**src/hw/fetch_pkg.sv**
```systemverilog
// Front-end package with instruction views, opcode encodings and pipeline bundles
package fetch_pkg;

   // Word and field widths
   localparam int WORD_W = 16;
   localparam int OPC_W  = 4;
   localparam int REG_W  = 4;
   localparam int IMM_W  = 8;

   // Byte step between consecutive instructions
   localparam logic [WORD_W-1:0] PC_STEP = 16'd2;

   typedef logic [WORD_W-1:0] word_t;

   // Opcode map, codes 12 and 14 are unassigned
   typedef enum logic [OPC_W-1:0] {
      OP_ADD  = 4'd0,
      OP_SUB  = 4'd1,
      OP_AND  = 4'd2,
      OP_OR   = 4'd3,
      OP_XOR  = 4'd4,
      OP_SLL  = 4'd5,
      OP_SRL  = 4'd6,
      OP_SLT  = 4'd7,
      OP_ADDI = 4'd8,
      OP_LUI  = 4'd9,
      OP_LD   = 4'd10,
      OP_ST   = 4'd11,
      OP_JMP  = 4'd13,
      OP_NOP  = 4'd15
   } opcode_e;

   // Operation select for the downstream ALU
   typedef enum logic [3:0] {
      ALU_ADD  = 4'd0,
      ALU_SUB  = 4'd1,
      ALU_AND  = 4'd2,
      ALU_OR   = 4'd3,
      ALU_XOR  = 4'd4,
      ALU_SLL  = 4'd5,
      ALU_SRL  = 4'd6,
      ALU_SLT  = 4'd7,
      ALU_PASS = 4'd8
   } alu_op_e;

   // Register format: three register specifiers
   typedef struct packed {
      opcode_e            opcode;
      logic [REG_W-1:0]   rd;
      logic [REG_W-1:0]   rs;
      logic [REG_W-1:0]   rt;
   } r_fmt_t;

   // Immediate format: one register and an 8-bit immediate
   typedef struct packed {
      opcode_e            opcode;
      logic [REG_W-1:0]   rd;
      logic [IMM_W-1:0]   imm8;
   } i_fmt_t;

   // Same instruction word seen through either format
   typedef union packed {
      r_fmt_t r_fmt;
      i_fmt_t i_fmt;
   } instr_t;

   // Fetched instruction with its byte address, 33 bits
   typedef struct packed {
      word_t  pc;
      instr_t instr;
      logic   valid;
   } fetch_t;

   // Jump redirect from decode back to fetch, 17 bits
   typedef struct packed {
      logic  valid;
      word_t target;
   } redirect_t;

   // One decoded instruction for the back end
   typedef struct packed {
      logic             valid;
      word_t            pc;
      opcode_e          opcode;
      alu_op_e          alu_op;
      logic [REG_W-1:0] rd;
      logic [REG_W-1:0] rs;
      logic [REG_W-1:0] rt;
      word_t            imm;
      logic             uses_imm;
      logic             is_load;
      logic             is_store;
      logic             is_jump;
      logic             illegal;
   } decoded_t;

endpackage

```
**src/hw/decode_unit.sv**
```systemverilog
// Decode stage that splits instruction fields, resolves jumps and registers the decoded bundle
`timescale 1ns/10ps

module decode_unit
   import fetch_pkg::*;
(
   input  logic      clk,
   input  logic      rst,
   input  logic      stall,
   input  fetch_t    id_in,
   output redirect_t redirect,
   output decoded_t  dec_out
);

   instr_t   ins;
   opcode_e  op;
   word_t    imm_sext;
   word_t    jmp_ofs;
   decoded_t dec_next;

   assign ins = id_in.instr;

   // Opcode sits in the same place in both views
   assign op = ins.r_fmt.opcode;

   // Sign-extended imm8 and its halfword-scaled byte offset
   assign imm_sext = {{(WORD_W - IMM_W){ins.i_fmt.imm8[IMM_W-1]}}, ins.i_fmt.imm8};
   assign jmp_ofs  = {imm_sext[WORD_W-2:0], 1'b0};

   // Relative jump, taken only while the pipe moves
   always_comb begin
      redirect.valid  = id_in.valid && (op == OP_JMP) && !stall;
      redirect.target = id_in.pc + PC_STEP + jmp_ofs;
   end

   // Field split and class flags
   always_comb begin
      dec_next        = '0;
      dec_next.valid  = id_in.valid;
      dec_next.pc     = id_in.pc;
      dec_next.opcode = op;
      // Non-ALU classes pass through
      dec_next.alu_op = ALU_PASS;

      case (op)
         // Register ALU ops, three registers from the r_fmt view
         OP_ADD, OP_SUB, OP_AND, OP_OR, OP_XOR, OP_SLL, OP_SRL, OP_SLT: begin
            case (op)
               OP_ADD:  dec_next.alu_op = ALU_ADD;
               OP_SUB:  dec_next.alu_op = ALU_SUB;
               OP_AND:  dec_next.alu_op = ALU_AND;
               OP_OR:   dec_next.alu_op = ALU_OR;
               OP_XOR:  dec_next.alu_op = ALU_XOR;
               OP_SLL:  dec_next.alu_op = ALU_SLL;
               OP_SRL:  dec_next.alu_op = ALU_SRL;
               default: dec_next.alu_op = ALU_SLT;
            endcase
            dec_next.rd = ins.r_fmt.rd;
            dec_next.rs = ins.r_fmt.rs;
            dec_next.rt = ins.r_fmt.rt;
         end
         OP_ADDI: begin
            dec_next.alu_op   = ALU_ADD;
            dec_next.rd       = ins.i_fmt.rd;
            dec_next.imm      = imm_sext;
            dec_next.uses_imm = 1'b1;
         end
         OP_LUI: begin
            // Immediate goes to the upper byte, ALU just forwards it
            dec_next.alu_op   = ALU_PASS;
            dec_next.rd       = ins.i_fmt.rd;
            dec_next.imm      = {ins.i_fmt.imm8, {(WORD_W - IMM_W){1'b0}}};
            dec_next.uses_imm = 1'b1;
         end
         OP_LD: begin
            // Address add uses the sign-extended offset
            dec_next.alu_op   = ALU_ADD;
            dec_next.rd       = ins.i_fmt.rd;
            dec_next.imm      = imm_sext;
            dec_next.uses_imm = 1'b1;
            dec_next.is_load  = 1'b1;
         end
         OP_ST: begin
            // rd names the store data register
            dec_next.alu_op   = ALU_ADD;
            dec_next.rd       = ins.i_fmt.rd;
            dec_next.imm      = imm_sext;
            dec_next.uses_imm = 1'b1;
            dec_next.is_store = 1'b1;
         end
         OP_JMP: begin
            // Byte offset reported for tracing, target already sent to fetch
            dec_next.imm     = jmp_ofs;
            dec_next.is_jump = 1'b1;
         end
         OP_NOP: begin
            // Valid bundle with every field cleared
         end
         default: begin
            dec_next.illegal = 1'b1;
         end
      endcase
   end

   // Output register, a stalled edge emits a bubble
   always_ff @(posedge clk) begin
      if (!stall) begin
         dec_out <= dec_next;
      end
      if (rst || stall) begin
         dec_out.valid <= 1'b0;
      end
   end

   // Target stays halfword aligned as long as fetch hands over even PCs
   target_even_a : assert property (
      @(posedge clk) disable iff (rst)
      redirect.valid |-> (redirect.target[0] == 1'b0)
   ) else $error("decode_unit: odd jump target %h", redirect.target);

endmodule

```
**src/hw/fetch_top.sv**
```systemverilog
// Processor front end joining fetch, instruction memory, pipeline register and decode
`timescale 1ns/10ps

module fetch_top
   import fetch_pkg::*;
#(
   parameter int ROM_WORDS = 256
) (
   input  logic                         clk,
   input  logic                         rst,
   input  logic                         stall,
   input  logic                         load_en,
   input  logic [$clog2(ROM_WORDS)-1:0] load_addr,
   input  word_t                        load_data,
   output decoded_t                     dec_out
);

   word_t     fetch_addr;
   word_t     fetch_word;
   fetch_t    fetch_out;
   fetch_t    id_in;
   redirect_t redirect;

   instr_rom #(
      .ROM_WORDS (ROM_WORDS)
   ) rom_i (
      .clk        (clk),
      .load_en    (load_en),
      .load_addr  (load_addr),
      .load_data  (load_data),
      .fetch_addr (fetch_addr),
      .fetch_word (fetch_word)
   );

   fetch_unit fetch_i (
      .clk        (clk),
      .rst        (rst),
      .stall      (stall),
      .redirect   (redirect),
      .fetch_addr (fetch_addr),
      .fetch_word (fetch_word),
      .fetch_out  (fetch_out)
   );

   if_id_reg if_id_i (
      .clk       (clk),
      .rst       (rst),
      .stall     (stall),
      .fetch_out (fetch_out),
      .id_in     (id_in)
   );

   decode_unit decode_i (
      .clk      (clk),
      .rst      (rst),
      .stall    (stall),
      .id_in    (id_in),
      .redirect (redirect),
      .dec_out  (dec_out)
   );

   // Program is only loaded while the core is held in reset
   load_in_reset_a : assert property (
      @(posedge clk)
      load_en |-> rst
   ) else $error("fetch_top: memory load outside reset");

endmodule

```
**src/hw/fetch_unit.sv**
```systemverilog
// Fetch stage holding the program counter, with jump redirect, stall hold and wrong-path squash
`timescale 1ns/10ps

module fetch_unit
   import fetch_pkg::*;
(
   input  logic      clk,
   input  logic      rst,
   input  logic      stall,
   input  redirect_t redirect,
   output word_t     fetch_addr,
   input  word_t     fetch_word,
   output fetch_t    fetch_out
);

   // Byte program counter
   word_t pc;
   word_t pc_next;

   // Next PC select
   always_comb begin
      if (redirect.valid) begin
         // Jump resolved in decode takes priority
         pc_next = redirect.target;
      end else if (stall) begin
         // Freeze on back-pressure
         pc_next = pc;
      end else begin
         // Sequential step of one instruction
         pc_next = pc + PC_STEP;
      end
   end

   // PC register
   always_ff @(posedge clk) begin
      if (rst) begin
         pc <= '0;
      end else begin
         pc <= pc_next;
      end
   end

   // Memory is addressed directly by the current PC
   assign fetch_addr = pc;

   // Outgoing fetch bundle
   always_comb begin
      fetch_out.pc    = pc;
      fetch_out.instr = instr_t'(fetch_word);
      // Word at pc is behind a taken jump when a redirect is active
      fetch_out.valid = !redirect.valid;
   end

   // Decode only redirects when the pipe is moving
   redirect_no_stall_a : assert property (
      @(posedge clk) disable iff (rst)
      !(redirect.valid && stall)
   ) else $error("fetch_unit: redirect asserted while stalled");

   // Instructions are halfword aligned, so jump targets must keep PC even
   pc_even_a : assert property (
      @(posedge clk) disable iff (rst)
      pc[0] == 1'b0
   ) else $error("fetch_unit: program counter is odd (%h)", pc);

endmodule

```
**src/hw/if_id_reg.sv**
```systemverilog
// Fetch to decode pipeline register with stall hold and reset clear of valid
`timescale 1ns/10ps

module if_id_reg
   import fetch_pkg::*;
(
   input  logic   clk,
   input  logic   rst,
   input  logic   stall,
   input  fetch_t fetch_out,
   output fetch_t id_in
);

   // Capture when the pipe moves and hold otherwise
   always_ff @(posedge clk) begin
      if (!stall) begin
         id_in <= fetch_out;
      end
      // Reset clears the valid bit
      if (rst) begin
         id_in.valid <= 1'b0;
      end
   end

endmodule

```
**src/hw/instr_rom.sv**
```systemverilog
// Instruction memory with a boot-load write port and an asynchronous fetch read
`timescale 1ns/10ps

module instr_rom
   import fetch_pkg::*;
#(
   parameter int ROM_WORDS = 256
) (
   input  logic                         clk,
   input  logic                         load_en,
   input  logic [$clog2(ROM_WORDS)-1:0] load_addr,
   input  word_t                        load_data,
   input  word_t                        fetch_addr,
   output word_t                        fetch_word
);

   localparam int ADDR_W = $clog2(ROM_WORDS);

   // Program storage, contents come only from the boot loader
   word_t mem [ROM_WORDS];

   // Word index taken from the byte address
   logic [ADDR_W-1:0] rd_idx;

   // Drop the byte bit, upper bits wrap modulo the depth
   assign rd_idx = fetch_addr[ADDR_W:1];

   // Boot-load write, lands at the clock edge
   always_ff @(posedge clk) begin
      if (load_en) begin
         mem[load_addr] <= load_data;
      end
   end

   // Fetch read is combinational so the fetch stage sees the word in the same cycle
   assign fetch_word = mem[rd_idx];

endmodule

```
**config.mk**
```make
export PLATFORM = sky130hd
export DESIGN_NAME = fetch_top
export DESIGN_NICKNAME = d
export VERILOG_FILES = /design/src/hw/fetch_pkg.sv /design/src/hw/decode_unit.sv /design/src/hw/fetch_top.sv /design/src/hw/fetch_unit.sv /design/src/hw/if_id_reg.sv /design/src/hw/instr_rom.sv
export SDC_FILE = /design/constraint.sdc
export NUM_CORES = 2
export LEC_CHECK = 0
export BUFFER_PORTS_ARGS = -buffer_cell sky130_fd_sc_hd__buf_2
export CORE_UTILIZATION = 50
export CTS_CLUSTER_DIAMETER = 50
export DETAILED_ROUTE_END_ITERATION = 8
export GPL_TIMING_DRIVEN = 0
export PLACE_DENSITY = 0.65
export SETUP_SLACK_MARGIN = 0.15
export SYNTH_ARGS = -nofsm -noshare
export SYNTH_HDL_FRONTEND = slang
export SYNTH_HIERARCHICAL = 1
export SYNTH_SLANG_ARGS = --single-unit
```
**constraint.sdc**
```tcl
create_clock -name clk -period 4 [get_ports clk]
set_clock_uncertainty 0.05 [all_clocks]
set_input_delay 0.8 -clock clk [delete_from_list [all_inputs] [get_ports clk]]
set_output_delay 0.8 -clock clk [all_outputs]
set_load 0.02 [all_outputs]
```
After elaboration in Yosys (flattened, before gate mapping)
Memory sizes are Yosys's and may differ from the RTL's. A register that Yosys moved wholly into a read port is not among the register bits. Index checks and enable logic that the tools add are counted.

Equal/unequal tests: 14. Add/subtract/negate cells: 3. Reductions and logical operators: 11. Mux-type cells: 12.

Operators with widths (count): 16-bit case mux with 3 select lines (1); 16-bit by 2-bit adder with 16-bit output (second input constant) (2); 16-bit 2-to-1 mux (2); 4-bit equality test (second input constant) (6); 8-bit case mux with 3 select lines (1); 3-bit case mux with 7 select lines (1); 16-bit adder (1); 4-bit by 3-bit equality test with 1-bit output (second input constant) (4); 14-bit OR reduction (1); 4-bit by 2-bit equality test with 1-bit output (second input constant) (2); 8-bit OR reduction (1); 1-bit 2-to-1 mux (7); 4-bit by 1-bit equality test with 1-bit output (second input constant) (1); 4-bit zero test (1); 4-bit OR reduction (1); 1-bit zero test (3); 3-bit OR reduction (1); 1-bit logical AND (2); 2-bit by 1-bit inequality test with 1-bit output (second input constant) (1); 1-bit logical OR (1).

Flip-flop bits (word level): 91. RAM bits: 4096. Word-level logic and storage cells: 57. Memories: 1.

Memory list: rom_i.mem (words 256, bits a word 16, rd ports 1, clocked after memory_dff 1, write ports 1, line instr_rom.sv:20) `word_t mem [ROM_WORDS];`.

Logic depth before layout (Yosys ltp)
Depth in word-level cells: 4. Depth in mapped cells: 13. Gate-level depth less buffers: 13.

Modules after synthesis
Netlist, hierarchy kept.

Modules (own cells, without submodules): instr_rom (seq. area each 122998.0 µm², area an instance 158394.4 µm², cells an instance 7344, instances 1); decode_unit (seq. area each 1731.7 µm², area an instance 2876.5 µm², cells an instance 215, instances 1); fetch_unit (seq. area each 320.3 µm², area an instance 1183.6 µm², cells an instance 144, instances 1); if_id_reg (seq. area each 980.9 µm², area an instance 998.5 µm², cells an instance 36, instances 1).

Worst setup path after synthesis
No wires, ideal clock.

Path kind: input to register. Start: in stall. End: reg fetch_i.pc[15], in the netlist fetch_i/fetch_addr[15]. Stages: 6. Path buffers: 1. Arrival time: 3.056 ns. Slack: 0.782 ns. Required time: 3.838 ns. Cells stage by stage: inv_1 and3_1 clkbuf_1 nor2_1 o41a_1 a2111oi_1.

RTL lines: start, declared (line fetch_top.sv:11) `input logic stall,`; end signal, assigned (line fetch_unit.sv:39) `pc <= pc_next;`; end, declared (line fetch_unit.sv:17) `word_t pc;`.

==> flow_summary.json <==
{
  "outcome": "finished, violations left",
  "violations": "negative setup slack",
  "worst-setup-path-type": "reg2reg",
  "io_buffers": 80,
  "period_minus_slack_ns": 4.05,
  "irDropWorstVdd_mv": 0.428,
  "syn-num-nets": 7796,
  "grt_max_degree": 141,
  "dieArea_sq_um": 329000,
  "antenna_found_initial": 29,
  "core_area_sq_um": 325000,
  "rsz0062_at_grt": "yes",
  "grt.overflow.total": 0,
  "place_area_sq_um": 174000,
  "cts_root_buf": "clkbuf_16",
  "die_w_microns": 574,
  "die_h_microns": 574,
  "synthesis.instances": 7739,
  "grt_usage_pct": 30.7,
  "design_area_sq_um": 193000,
  "final_common_cell": "edfxtp_1",
  "h-tree-depth": 5,
  "avgViaCountPerCell": 6.65,
  "drtAntennaViolNets": 0,
  "critPathCaptureType": "flip-flop",
  "io_pins": 86,
  "synth_seq_area_share_pct": 77.1,
  "min_path_type": "in2reg",
  "dpl.hpwl_mm": 348,
  "insertion_delay_ns": 1.02,
  "finalHoldViolations": 0,
  "area_growth_syn_to_layout_pct": 18.3,
  "gp_congestion": 1.01,
  "slew_headroom_pct": 11.9,
  "cp.arrival_ns": 4.87,
  "synth_cell_type_count": 76,
  "timing.final.ws_setup_ns": -0.0453,
  "critPathMaxFanout": 10,
  "critPathRequiredTime_ns": 4.82,
  "fin_crit_sh_pct": 101,
  "drt-total-wl_mm": 511,
  "vias": 88200,
  "layout_common_cells": "edfxtp_1 (4185), mux4_2 (797), mux2i_1 (568), clkbuf_16 (453), nor2_2 (254)",
  "drt_iter0_drc": 14000,
  "fmax_ghz": 0.247,
  "synth-edff-count": 4185,
  "synth_ff_type": "edfxtp_1",
  "cts_buffer_depth": 4,
  "start_util_pct": 50.3,
  "ys_async_sr_fraction_pct": 0,
  "clk_pin_slew_worst_paths_ns": 0.06,
  "ys_ff_latch": 4203,
  "num-nets-final": 8614,
  "worstSetupStartpointType": "flip-flop",
  "drive_above_1_share_pct": 32.8,
  "maxCapViolCount": 0,
  "stdcell_count": 13300,
  "leakage_nw": 60.1,
  "rows": 209,
  "dp_cells": 12400,
  "setup_tns_ns": -0.0721,
  "clkSinkCount": 4203,
  "grt_pass1_vias": 85100,
  "yosys_warnings": 6,
  "synth_area_sq_um": 163000,
  "drc": 0,
  "cts_tree": "built",
  "dr.pass1.iters": 6,
  "syn_area_per_cell_sq_um": 21.1,
  "setup_violations": 2,
  "wl_per_cell_microns": 38.5,
  "worstMarginPinSlew_ns": 1.32,
  "maxSlewViolCount": 0,
  "numCtsBuffers": 444,
  "power_density_nw_per_um2": 510,
  "grt_pass1_wl_mm": 694
}
[registers in the layout, indices dropped and copies added (netlist names)]
| name | flops |
|---|---|
| rom_i/mem | 4096 |
| decode_i/dec_out | 58 |
| if_id_i/id_in | 33 |
| fetch_i/fetch_addr | 16 |
[routing by layer]
metal / GRT usage [%] / share of wire (%) / routed length, microns
met5: 0 / 0.011 / 56
met4: 14.5 / 5.4 / 27600
met3: 8.87 / 13 / 67400
met2: 44.9 / 44 / 226000
met1: 42.9 / 37 / 190000
[what timing repair did]
action | CTS | global route
endpoints found under the hold margin | 2 | 0
setup buffers | 23 | 15
gates resized for setup | 874 | 101
gates cloned | 2 | 0
endpoints found under the setup margin | 16 | 16
pin swaps | 61 | 49
hold buffers | 1 | 0
[final timing paths]
check / from / to / slack (ns) / cells past startpoint
setup reg to reg: fetch_i/fetch_addr[1]$_SDFFE_PP0N_ / if_id_i/id_in[3]$_DFFE_PN_ / -0.05 / 13
hold / removal: load_data[11] / rom_i/mem[76][11]$_DFFE_PP_ / 0.06 / 1
hold reg to reg: if_id_i/id_in[25]$_DFFE_PN_ / decode_i/dec_out[49]$_DFFE_PN_ / 0.40 / 0
setup / recovery: fetch_i/fetch_addr[1]$_SDFFE_PP0N_ / if_id_i/id_in[3]$_DFFE_PN_ / -0.05 / 13
[cell type report]
cell class | count | area [sq um]
Antenna cell | 14 | 35.0
Buffer | 494 | 4390
Clock buffer | 535 | 11700
Clock inverter | 280 | 2900
Fill cell | 22800 | 131000
Inverter | 15 | 62.6
Multi-Input combinational cell | 3027 | 37500
Sequential cell | 4203 | 126000
Tap cell | 4325 | 5410
Timing Repair Buffer | 372 | 5340
[per-stage QoR]
| stage | power [mW] | hold slack, ns | utilization (%) | worst slack (ns) |
|---|---|---|---|---|
| floorplan | 53.9 | 0.376 | - | 0.782 |
| global placement | 57.5 | 0.391 | 52.1 | -3.30 |
| detailed placement | 57.6 | 0.387 | 53.7 | -3.06 |
| CTS | 98.7 | 0.0309 | 59.3 | 0.146 |
| global route | 101 | 0.0454 | 59.5 | 0.118 |
| finish | 98.7 | 0.0566 | 59.5 | -0.0453 |
[cell usage after synthesis (43+ instances only)]
master,count,area (sq um)
edfxtp_1,4185,126000
mux2_2,89,1000
o22ai_1,148,926
clkbuf_1,238,893
mux4_2,797,17900
mux2i_1,569,5700
a21oi_1,186,931
a22oi_1,43,323
buf_6,77,867
buf_2,77,385
nand2_1,70,263
nor3_1,95,475
buf_4,59,443
o221ai_1,254,2220
nor2_1,329,1230
[critical path, stage by stage (launching register included)]
cell	delay, ns
dfxtp_4	0.47
buf_12	0.23
buf_8	0.18
buf_12	0.19
buf_16	0.21
buf_12	0.23
buf_12	0.22
mux2i_1	0.11
o22ai_1	0.24
mux2i_1	0.21
a22oi_2	0.38
nand4_1	0.24
nor4_4	0.63
buf_4	0.21
[kinds of logic (layout without fill, tap and decap cells)]
logic type / after synthesis / count (layout) / synth area share [%]
AO/OA/AOI/OAI: 854 / 854 / 3.75
XOR/XNOR: 16 / 16 / 0.0857
adder cells (fa/ha/maj): 29 / 29 / 0.227
buffers and inverters: 509 / 1696 / 1.84
flip-flops: 4203 / 4203 / 77.1
multiplexers: 1455 / 1455 / 15.1
other: 0 / 14 / 0
AND/OR/NAND/NOR: 673 / 673 / 1.91
[where the power goes]
group / total, mW / switching [mW] / internal, mW
clock: 41.0 / 17.3 / 23.8
combinational: 8.93 / 5.62 / 3.30
sequential: 48.7 / 0.0817 / 48.6
(Power assumes the default switching activity.)
